File: config.mk
export PLATFORM = sky130hd
export DESIGN_NAME = retro_io_top
export DESIGN_NICKNAME = d
export VERILOG_FILES = /design/src/common/retro_io_pkg.sv /design/src/hw/video/video_out_stage.sv /design/src/hw/joystick/sega_pad_scanner.sv /design/src/hw/joystick/pad_button_map.sv /design/src/hw/retro_io_top.sv
export SDC_FILE = /design/constraint.sdc
export NUM_CORES = 1
export LEC_CHECK = 0
export BUFFER_PORTS_ARGS = -buffer_cell sky130_fd_sc_hd__buf_4
export CAP_MARGIN = 5
export CELL_PAD_IN_SITES_DETAIL_PLACEMENT = 0
export CELL_PAD_IN_SITES_GLOBAL_PLACEMENT = 1
export CORE_AREA = 8 8 102 104
export CTS_CLUSTER_DIAMETER = 80
export DETAILED_ROUTE_END_ITERATION = 8
export DIE_AREA = 0 0 110 112
export PLACE_DENSITY_LB_ADDON = 0.12
export SLEW_MARGIN = 20
export SYNTH_ARGS = -nofsm -noshare
export SYNTH_HDL_FRONTEND = slang
export SYNTH_HIERARCHICAL = 1
export SYNTH_SLANG_ARGS = --single-unit
File: constraint.sdc
create_clock -name clk_sys -period 1.8 [get_ports clk_sys]
set_input_delay 0 -clock clk_sys [delete_from_list [all_inputs] [get_ports clk_sys]]
set_output_delay 0 -clock clk_sys [all_outputs]
set_load 0.02 [all_outputs]
File: src/common/retro_io_pkg.sv
`default_nettype none

package retro_io_pkg;

    // game colour channel as it leaves the core
    localparam int COLOR_W = 4;

    // colour channel at the video connector
    localparam int VIDEO_W = 6;

    // raw pad capture, active low
    // bit 0 up: R L D U B C A Start Z Y X Mode
    localparam int RAW_PAD_W = 12;

    // mapped buttons, active high
    // bit 0 up: right left down up B C start coin
    localparam int BTN_W = 8;

    // lines per pad port
    // bit 0 up: right left down up p6 p9
    localparam int PAD_LINE_W = 6;

    // clk_sys cycles per scanner phase
    localparam int PAD_TICK_CYCLES = 16;
    localparam int PAD_TICK_W = $clog2(PAD_TICK_CYCLES);
    localparam logic [PAD_TICK_W-1:0] PAD_TICK_LAST = PAD_TICK_W'(PAD_TICK_CYCLES - 1);

    // phases per scan frame
    localparam int PAD_PHASES = 8;

    // scanline dimming amount
    typedef enum logic [1:0] {
        DIM_NONE = 2'd0,
        DIM_25   = 2'd1,
        DIM_50   = 2'd2,
        DIM_75   = 2'd3
    } dim_mode_e;

    // select line sequencer, one state per phase
    typedef enum logic [2:0] {
        PH_0 = 3'd0,
        PH_1 = 3'd1,
        PH_2 = 3'd2,
        PH_3 = 3'd3,
        PH_4 = 3'd4,
        PH_5 = 3'd5,
        PH_6 = 3'd6,
        PH_7 = 3'd7
    } pad_phase_e;

endpackage

`default_nettype wire

File: src/hw/video/video_out_stage.sv
`default_nettype none

module video_out_stage (
    input  logic                                 clk_sys,
    input  logic                                 rst_n_i,
    input  logic [retro_io_pkg::COLOR_W-1:0]     game_r_i,
    input  logic [retro_io_pkg::COLOR_W-1:0]     game_g_i,
    input  logic [retro_io_pkg::COLOR_W-1:0]     game_b_i,
    input  logic                                 hsync_i,
    input  logic                                 vsync_i,
    input  retro_io_pkg::dim_mode_e              dim_mode_i,
    input  logic                                 csync_en_i,
    output logic [retro_io_pkg::VIDEO_W-1:0]     video_r_o,
    output logic [retro_io_pkg::VIDEO_W-1:0]     video_g_o,
    output logic [retro_io_pkg::VIDEO_W-1:0]     video_b_o,
    output logic                                 video_hs_o,
    output logic                                 video_vs_o
);

    // repeat the top bits so full scale stays full scale
    function automatic logic [retro_io_pkg::VIDEO_W-1:0] widen(
        input logic [retro_io_pkg::COLOR_W-1:0] c
    );
        widen = {c, c[retro_io_pkg::COLOR_W-1 -: retro_io_pkg::VIDEO_W - retro_io_pkg::COLOR_W]};
    endfunction

    // truncating shifts, 25% is half plus quarter
    function automatic logic [retro_io_pkg::VIDEO_W-1:0] dim(
        input logic [retro_io_pkg::VIDEO_W-1:0] v,
        input retro_io_pkg::dim_mode_e          mode
    );
        case (mode)
            retro_io_pkg::DIM_25: dim = (v >> 1) + (v >> 2);
            retro_io_pkg::DIM_50: dim = v >> 1;
            retro_io_pkg::DIM_75: dim = v >> 2;
            default:              dim = v;
        endcase
    endfunction

    logic hs_q;
    logic parity_q;
    logic hs_fall;
    logic dim_line;

    // end of a line
    assign hs_fall = hs_q & ~hsync_i;
    // even lines get the dimming
    assign dim_line = ~parity_q;

    always_ff @(posedge clk_sys or negedge rst_n_i) begin
        if (!rst_n_i) begin
            hs_q     <= 1'b0;
            parity_q <= 1'b0;
        end else begin
            hs_q <= hsync_i;
            if (hs_fall) begin
                parity_q <= ~parity_q;
            end
        end
    end

    // all outputs leave together, one cycle after the inputs
    always_ff @(posedge clk_sys or negedge rst_n_i) begin
        if (!rst_n_i) begin
            video_r_o  <= '0;
            video_g_o  <= '0;
            video_b_o  <= '0;
            video_hs_o <= 1'b1;
            video_vs_o <= 1'b1;
        end else begin
            if (dim_line) begin
                video_r_o <= dim(widen(game_r_i), dim_mode_i);
                video_g_o <= dim(widen(game_g_i), dim_mode_i);
                video_b_o <= dim(widen(game_b_i), dim_mode_i);
            end else begin
                video_r_o <= widen(game_r_i);
                video_g_o <= widen(game_g_i);
                video_b_o <= widen(game_b_i);
            end
            // scart cable wants csync on hs and vs tied high for rgb mode
            if (csync_en_i) begin
                video_hs_o <= ~(hsync_i ^ vsync_i);
                video_vs_o <= 1'b1;
            end else begin
                video_hs_o <= ~hsync_i;
                video_vs_o <= ~vsync_i;
            end
        end
    end

    // rgb switch on the scart side must not drop while csync is selected
    a_vs_high_in_csync : assert property (
        @(posedge clk_sys) disable iff (!rst_n_i)
        csync_en_i |=> video_vs_o
    );

endmodule

`default_nettype wire

File: src/hw/joystick/sega_pad_scanner.sv
`default_nettype none

module sega_pad_scanner (
    input  logic                                 clk_sys,
    input  logic                                 rst_n_i,
    input  logic                                 pad1_up_i,
    input  logic                                 pad1_down_i,
    input  logic                                 pad1_left_i,
    input  logic                                 pad1_right_i,
    input  logic                                 pad1_p6_i,
    input  logic                                 pad1_p9_i,
    input  logic                                 pad2_up_i,
    input  logic                                 pad2_down_i,
    input  logic                                 pad2_left_i,
    input  logic                                 pad2_right_i,
    input  logic                                 pad2_p6_i,
    input  logic                                 pad2_p9_i,
    output logic                                 pad_sel_o,
    output logic [retro_io_pkg::RAW_PAD_W-1:0]   raw_pad1_o,
    output logic [retro_io_pkg::RAW_PAD_W-1:0]   raw_pad2_o
);

    logic [1:0][retro_io_pkg::PAD_LINE_W-1:0]  pad_in;
    logic [1:0][retro_io_pkg::PAD_LINE_W-1:0]  meta_q;
    logic [1:0][retro_io_pkg::PAD_LINE_W-1:0]  line_q;
    logic [1:0][retro_io_pkg::RAW_PAD_W-1:0]   raw_q;
    logic [1:0]                                six_q;
    logic [retro_io_pkg::PAD_TICK_W-1:0]       tick_cnt_q;
    logic                                      tick;
    retro_io_pkg::pad_phase_e                  phase_q;
    logic                                      sel_q;

    // line order p9 p6 up down left right, matches raw bits 5..0
    assign pad_in[0] = {pad1_p9_i, pad1_p6_i, pad1_up_i, pad1_down_i, pad1_left_i, pad1_right_i};
    assign pad_in[1] = {pad2_p9_i, pad2_p6_i, pad2_up_i, pad2_down_i, pad2_left_i, pad2_right_i};

    // two flop synchroniser, idle lines read high
    always_ff @(posedge clk_sys or negedge rst_n_i) begin
        if (!rst_n_i) begin
            meta_q <= '1;
            line_q <= '1;
        end else begin
            meta_q <= pad_in;
            line_q <= meta_q;
        end
    end

    // phase tick divider
    assign tick = (tick_cnt_q == retro_io_pkg::PAD_TICK_LAST);

    always_ff @(posedge clk_sys or negedge rst_n_i) begin
        if (!rst_n_i) begin
            tick_cnt_q <= '0;
        end else if (tick) begin
            tick_cnt_q <= '0;
        end else begin
            tick_cnt_q <= tick_cnt_q + 1'b1;
        end
    end

    // select sequencing and capture, all on the tick
    always_ff @(posedge clk_sys or negedge rst_n_i) begin
        if (!rst_n_i) begin
            phase_q <= retro_io_pkg::PH_0;
            sel_q   <= 1'b1;
            raw_q   <= '1;
            six_q   <= '0;
        end else if (tick) begin
            phase_q <= retro_io_pkg::pad_phase_e'(phase_q + 3'd1);
            case (phase_q)
                retro_io_pkg::PH_0: sel_q <= 1'b0;
                retro_io_pkg::PH_1: sel_q <= 1'b1;
                retro_io_pkg::PH_2: begin
                    // select high, pad shows dirs plus B on p6 and C on p9
                    for (int p = 0; p < 2; p++) begin
                        raw_q[p][5:0] <= line_q[p];
                    end
                    six_q <= '0;
                    sel_q <= 1'b0;
                end
                retro_io_pkg::PH_3: begin
                    for (int p = 0; p < 2; p++) begin
                        // L and R low means a mega drive pad answering A and Start
                        if (line_q[p][1:0] == 2'b00) begin
                            raw_q[p][7:6] <= line_q[p][5:4];
                        end else begin
                            // master system pad has no A or Start
                            raw_q[p][7:6] <= 2'b11;
                        end
                    end
                    sel_q <= 1'b1;
                end
                retro_io_pkg::PH_4: sel_q <= 1'b0;
                retro_io_pkg::PH_5: begin
                    // third low pulse, a six button pad pulls all dirs low
                    for (int p = 0; p < 2; p++) begin
                        if (line_q[p][3:0] == 4'b0000) begin
                            six_q[p] <= 1'b1;
                        end
                    end
                    sel_q <= 1'b1;
                end
                retro_io_pkg::PH_6: begin
                    // extra buttons: mode on R, X on L, Y on D, Z on U
                    for (int p = 0; p < 2; p++) begin
                        if (six_q[p]) begin
                            raw_q[p][11:8] <= {line_q[p][0], line_q[p][1],
                                               line_q[p][2], line_q[p][3]};
                        end
                    end
                    sel_q <= 1'b0;
                end
                default: sel_q <= 1'b1;
            endcase
        end
    end

    assign pad_sel_o  = sel_q;
    assign raw_pad1_o = raw_q[0];
    assign raw_pad2_o = raw_q[1];

    // pads only see select edges at phase boundaries
    a_sel_on_tick : assert property (
        @(posedge clk_sys) disable iff (!rst_n_i)
        $changed(pad_sel_o) |-> $past(tick)
    );

    // one step per tick and no drift between ticks
    a_phase_step : assert property (
        @(posedge clk_sys) disable iff (!rst_n_i)
        tick |=> (3'(phase_q) == 3'($past(phase_q) + 3'd1))
    );

    a_phase_hold : assert property (
        @(posedge clk_sys) disable iff (!rst_n_i)
        !tick |=> $stable(phase_q)
    );

endmodule

`default_nettype wire

File: src/hw/joystick/pad_button_map.sv
`default_nettype none

module pad_button_map (
    input  logic [retro_io_pkg::RAW_PAD_W-1:0]   raw_pad1_i,
    input  logic [retro_io_pkg::RAW_PAD_W-1:0]   raw_pad2_i,
    output logic [retro_io_pkg::BTN_W-1:0]       btn1_o,
    output logic [retro_io_pkg::BTN_W-1:0]       btn2_o
);

    // button policy for one pad
    function automatic logic [retro_io_pkg::BTN_W-1:0] map_pad(
        input logic [retro_io_pkg::RAW_PAD_W-1:0] raw
    );
        logic start;
        logic btn_a;
        logic mode;
        logic coin;
        start = ~raw[7];
        btn_a = ~raw[6];
        mode  = ~raw[11];
        // coin from mode, or start with A on pads without mode
        coin  = mode | (start & btn_a);
        // dirs R L D U and B C keep their raw positions
        map_pad = {coin, start, ~raw[5:4], ~raw[3:0]};
    endfunction

    // both players follow the same rule
    assign btn1_o = map_pad(raw_pad1_i);
    assign btn2_o = map_pad(raw_pad2_i);

endmodule

`default_nettype wire

File: src/hw/retro_io_top.sv
`default_nettype none

module retro_io_top (
    input  logic                                 clk_sys,
    input  logic                                 rst_n_i,
    // video from the game
    input  logic [retro_io_pkg::COLOR_W-1:0]     game_r_i,
    input  logic [retro_io_pkg::COLOR_W-1:0]     game_g_i,
    input  logic [retro_io_pkg::COLOR_W-1:0]     game_b_i,
    input  logic                                 hsync_i,
    input  logic                                 vsync_i,
    input  retro_io_pkg::dim_mode_e              dim_mode_i,
    input  logic                                 csync_en_i,
    // video connector
    output logic [retro_io_pkg::VIDEO_W-1:0]     video_r_o,
    output logic [retro_io_pkg::VIDEO_W-1:0]     video_g_o,
    output logic [retro_io_pkg::VIDEO_W-1:0]     video_b_o,
    output logic                                 video_hs_o,
    output logic                                 video_vs_o,
    // pad ports, active low
    input  logic                                 pad1_up_i,
    input  logic                                 pad1_down_i,
    input  logic                                 pad1_left_i,
    input  logic                                 pad1_right_i,
    input  logic                                 pad1_p6_i,
    input  logic                                 pad1_p9_i,
    input  logic                                 pad2_up_i,
    input  logic                                 pad2_down_i,
    input  logic                                 pad2_left_i,
    input  logic                                 pad2_right_i,
    input  logic                                 pad2_p6_i,
    input  logic                                 pad2_p9_i,
    // shared select to both pads
    output logic                                 pad_sel_o,
    output logic [retro_io_pkg::BTN_W-1:0]       btn1_o,
    output logic [retro_io_pkg::BTN_W-1:0]       btn2_o
);

    logic [retro_io_pkg::RAW_PAD_W-1:0] raw_pad1;
    logic [retro_io_pkg::RAW_PAD_W-1:0] raw_pad2;

    video_out_stage u_video (
        .clk_sys    (clk_sys),
        .rst_n_i    (rst_n_i),
        .game_r_i   (game_r_i),
        .game_g_i   (game_g_i),
        .game_b_i   (game_b_i),
        .hsync_i    (hsync_i),
        .vsync_i    (vsync_i),
        .dim_mode_i (dim_mode_i),
        .csync_en_i (csync_en_i),
        .video_r_o  (video_r_o),
        .video_g_o  (video_g_o),
        .video_b_o  (video_b_o),
        .video_hs_o (video_hs_o),
        .video_vs_o (video_vs_o)
    );

    // raw capture, then button policy
    sega_pad_scanner u_scanner (
        .clk_sys      (clk_sys),
        .rst_n_i      (rst_n_i),
        .pad1_up_i    (pad1_up_i),
        .pad1_down_i  (pad1_down_i),
        .pad1_left_i  (pad1_left_i),
        .pad1_right_i (pad1_right_i),
        .pad1_p6_i    (pad1_p6_i),
        .pad1_p9_i    (pad1_p9_i),
        .pad2_up_i    (pad2_up_i),
        .pad2_down_i  (pad2_down_i),
        .pad2_left_i  (pad2_left_i),
        .pad2_right_i (pad2_right_i),
        .pad2_p6_i    (pad2_p6_i),
        .pad2_p9_i    (pad2_p9_i),
        .pad_sel_o    (pad_sel_o),
        .raw_pad1_o   (raw_pad1),
        .raw_pad2_o   (raw_pad2)
    );

    pad_button_map u_map (
        .raw_pad1_i (raw_pad1),
        .raw_pad2_i (raw_pad2),
        .btn1_o     (btn1_o),
        .btn2_o     (btn2_o)
    );

endmodule

`default_nettype wire

* After elaboration in Yosys (flattened, before gate mapping) *
Index checks and enable logic that the tools add are counted.

storage, ports and cells
  memory bits (writable) = 0
  word-level logic and storage cells = 86
  register bits = 80
  bits in latches = 0
  bits in read-only memories = 0
  memories kept = 0

operators by class
  order comparisons = 0
  muxes and demuxes = 15
  bitwise gates (word level) = 20
  $add $sub $neg = 5
  reduce and logical (&&, ||, !) cells = 13
  div/mod/pow operators = 0
  multiply operators = 0
  shifts and indexed selects = 0
  eq/ne operators = 11

operator list
  operator             number
  $pmux 6 s3           3
  $add 5x4->6          3
  $mux 6               3
  $reduce_and 3->1     4
  $not 1->1            10
  $eq 3x3->1 const B   3
  $logic_not 4->1      2
  $not 4->4            2
  $eq 3x2->1 const B   2
  $mux 1               5
  $add 4x1->4 const B  1
  $eq 2x2->1 const B   2
  $eq 4x4->1 const B   1
  $logic_not 2->1      2
  $mux 2               2
  $mux 4               1
  $ne 2x1->1 const B   2
  $not 2->2            2
  $pmux 2 s2           1
  $reduce_and 2->1     2
  $reduce_or 4->1      1
  $add 3x1->3 const B  1
  $and 1x1->1          3
  $logic_not 3->1      1
  other kinds (4)      5

* Logic depth before layout (Yosys ltp) *
  depth in word-level cells = 3
  gate-level depth with buffers = 7

* Cells and area by module *
Netlist, hierarchy kept.

by module, submodules not included
  module            area an instance (sq um)  instances  cells an instance
  sega_pad_scanner  2,124.5                   1          133
  video_out_stage   1,596.5                   1          171
  pad_button_map    62.6                      1          16

* Least setup slack after synthesis *
No wires, ideal clock.

  path type = register to register
  start = reg u_scanner/tick_cnt_q[0] (netlist bit)
  end = reg u_scanner.raw_q (netlist bit u_scanner/raw_pad1_o[0])
  slack = 0.210 ns
  data required time = 1.718 ns
  period minus slack after synthesis = 1.590 ns
  buffers on the path = 2
  arrival = 1.508 ns
  stages on the path, launching flop included = 7
  cell sequence = dfrtp_1 > ha_1 > and4_4 > and2_4 > buf_6 > buf_12 > mux2_4

between the ends
  cells in the longest elaborated chain, start to end = 2

ends and longest elaborated chain
  item                           line                     RTL
  start, declared                sega_pad_scanner.sv:28   logic [retro_io_pkg::PAD_TICK_W-1:0] tick_cnt_q;
  start signal, assigned         sega_pad_scanner.sv:57   tick_cnt_q <= tick_cnt_q + 1'b1;
  $eq 4x4->1                     sega_pad_scanner.sv:49   assign tick = (tick_cnt_q == retro_io_pkg::PAD_TICK_LAST);
  $reduce_and 2->1 (no line)     --
  end signal, assigned by index  sega_pad_scanner.sv:76   raw_q[p][5:0] <= line_q[p];
  end signal, assigned by index  sega_pad_scanner.sv:85   raw_q[p][7:6] <= line_q[p][5:4];
  end signal, assigned by index  sega_pad_scanner.sv:107  raw_q[p][11:8] <= {line_q[p][0], line_q[p][1],
  end, declared                  sega_pad_scanner.sv:26   logic [1:0][retro_io_pkg::RAW_PAD_W-1:0] raw_q;

No other way between the ends.
A chain may end at the register's enable or synchronous reset.

* Final worst setup path *
  start = in game_b_i[0] (netlist bit)
  end = reg u_video/video_b_o[1] (netlist bit)

between the ends
  cells in the longest elaborated chain, start to end = 3

ends and longest elaborated chain
  item                  line                   RTL
  start, declared       retro_io_top.sv:9      input logic [retro_io_pkg::COLOR_W-1:0] game_b_i,
  $add 5x4->6           video_out_stage.sv:33  retro_io_pkg::DIM_25: dim = (v >> 1) + (v >> 2);
  $pmux 6 s3 *          video_out_stage.sv:32  case (mode)
  $mux 6 *              video_out_stage.sv:71  if (dim_line) begin
  end signal, assigned  video_out_stage.sv:74  video_b_o <= dim(widen(game_b_i), dim_mode_i);
  end signal, assigned  video_out_stage.sv:78  video_b_o <= widen(game_b_i);
  end, declared         video_out_stage.sv:15  output logic [retro_io_pkg::VIDEO_W-1:0] video_b_o,

Mark *: on every way between the ends. The rest lies on a longest branch, timed or not.

==> impl_metrics.ini <==
[run_status]
outcome = complete, no violations

[critical_path]
worstPathCellList = dlygate4sd3_1 -> buf_4 -> ha_1 -> fa_1 -> mux2_2 -> a21oi_1 -> o21ai_1
rr_startpoint = u_scanner/tick_cnt_q[0]$_DFF_PN0_
crit_type = input pin to flip-flop
worstReg2RegEnd = u_scanner/raw_pad2_o[2]$_DFFE_PN1P_
r2r_setup_slack_ns = 0.16
start_kind = input pin
endpoint = u_video/video_b_o[1]$_DFF_PN0_
cpMaxStageDelayCell = dlygate4sd3_1
reg2regPathDepth = 4
crit_fanout = 7
cp_data_required_time_ns = 2.01
crit_start = game_b_i[0]
worstPathArrival_ns = 1.90
crit_path_end_kind = flip-flop
slowest_delay_ns = 0.53

[cells_and_area]
diodes = 0
stdcell_count = 522
syn_to_final_growth_pct = 30.9
fillers = 799
num-nets-final = 461
final_common_cell = buf_4
layout-drive-gt1-share_pct = 38.7
mostFrequentLayoutCells = 68 x buf_4, 45 x dfstp_2, 33 x nand2_1

[cts]
clock-root-buffer = clkbuf_8
cts_buffer_depth = 2
cts_tree = done
numCtsBuffers = 9
clk_pin_slew_ns = 0.08
postCtsSetupRepairBufs = 0
htree_levels = 3
cts.sinks = 74
clock_latency_ns = 0.33

[logic_synthesis]
synthCells = 308
synth_area_um2 = 3560
synth_area_per_cell_um2 = 11.6
syn_nets = 363
synth_warnings = 6

[placement]
hpwl_mm = 5.58
io_buffers = 67
numPlacedInstances = 475
place.gp.congestion = 0.751

[global_route]
grt_antenna_before_repair = 0
grt_first_pass_wirelength_mm = 12.5
grt_overflow = 0
grt_pass1_vias = 2546
grt_max_degree = 40
track_usage_pct = 12.9

[route]
vias = 2498
via_per_inst = 4.79
drtPass1Iterations = 4
drc = 0
routedWlPerCell_um = 14.6
drt-initial-drc-count = 75
drt-total-wl_mm = 7.62
antenna_left = 0

[sta]
slew_viol_final = 0
hold_viol = 0
slew_headroom_pct = 69.8
layout_min_cycle_time_ns = 1.70
period_share_pct = 94.2
fin_setup_tns_ns = 0
max_freq_mhz = 590
skew_ns = 0.00902
tightest_slew_ns = 0.453
finalSetupViolations = 0
rsz0062_at_grt = no

[floorplanning]
die_h_um = 112
fp-row-count = 35
core-area_um2 = 8890
die-area_um2 = 12300
initial_core_util_pct = 40.0
ioPinCount = 68
fp.dieW_um = 110

[pwr]
irDropWorstVdd_uv = 410
p_per_area_nw_per_um2 = 978
p_leak_nw = 2.11

[flow_run]
cap_viol_max_count = 0

[min_path]
min_path_type = input pin to flip-flop
==> state kept, by name (all words and copies together), names as in the netlist, 4 cells and up <==
name                  flops
u_scanner/meta_q         12
u_scanner/tick_cnt_q      4
u_scanner/line_q         12
u_scanner/raw_pad2_o      9
u_scanner/raw_pad1_o      9
u_video/video_r_o         6
u_video/video_g_o         6
u_video/video_b_o         6
==> worst max-delay path, delay by kind of cell <==
kind / cells / cell delay (ns)
AOI/OAI and AO/OA: 2 / 0.30
buffers and inverters: 2 / 0.69
muxes: 1 / 0.26
adders and majority gates: 2 / 0.64
==> stage by stage <==
| stage | utilization [%] | hold WS, ns | area [um2] | power [mW] | worst slack (ns) |
|---|---|---|---|---|---|
| finish | 52.4 | 0.0668 | 4660 | 4.55 | 0.104 |
| global route | 52.4 | 0.0767 | 4660 | 4.78 | 0.0620 |
| CTS | 52.4 | 0.0474 | 4660 | 4.61 | 0.0772 |
| detailed placement | 46.4 | -0.00873 | 4130 | 3.14 | 0.156 |
| global placement | 46.4 | -0.0123 | 4130 | 3.13 | 0.205 |
| floorplan | - | -0.296 | 3560 | 2.64 | 0.210 |
==> what timing repair did <==
item,in CTS,in global routing
hold endpoints to repair,69,0
resized for setup,0,1
hold buffers,31,0
endpoints found under the setup margin,0,2
==> routing by layer <==
| metal | track usage (%) | wire [um] | vias up |
|---|---|---|---|
| li1 | - | - | 1245 |
| met1 | 15.3 | 3260 | 1210 |
| met2 | 22.1 | 4000 | 37 |
| met3 | 2.02 | 251 | 6 |
| met4 | 5.68 | 107 | 0 |
| met5 | 0 | 0 | - |
==> worst min path at each step <==
| stage | from | to | slack, ns | cells past startpoint |
|---|---|---|---|---|
| global placement | rst_n_i | u_scanner/tick_cnt_q[2]$_DFF_PN0_ | -0.01 | 1 |
| finish | dim_mode_i[0] | u_video/video_r_o[2]$_DFF_PN0_ | 0.07 | 2 |
| CTS | dim_mode_i[0] | u_video/video_r_o[2]$_DFF_PN0_ | 0.05 | 2 |
| detailed placement | rst_n_i | u_video/hs_q$_DFF_PN0_ | -0.009 | 1 |
| global route | dim_mode_i[0] | u_video/video_r_o[2]$_DFF_PN0_ | 0.08 | 2 |
| floorplan | rst_n_i | u_scanner/phase_q[0]$_DFFE_PN0N_ | -0.30 | 0 |
==> power by group <==
group	internal (mW)	total [mW]	switching, mW
clock network	0.786	1.39	0.603
logic	0.527	1.15	0.628
registers	1.89	2.01	0.120
total	3.20	4.55	1.35
==> final cells by class <==
cell class / count / area, um2 / area share (%)
clock buffer: 10 / 128 / 2.74
clock inverter: 6 / 90.1 / 1.93
inverter: 22 / 82.6 / 1.77
multi-input combinational: 199 / 1470 / 31.5
sequential: 74 / 1910 / 41.0
tap: 111 / 139 / 2.98
timing repair buffer: 100 / 841 / 18.1
No activity file was read; power rests on OpenSTA's default activity.
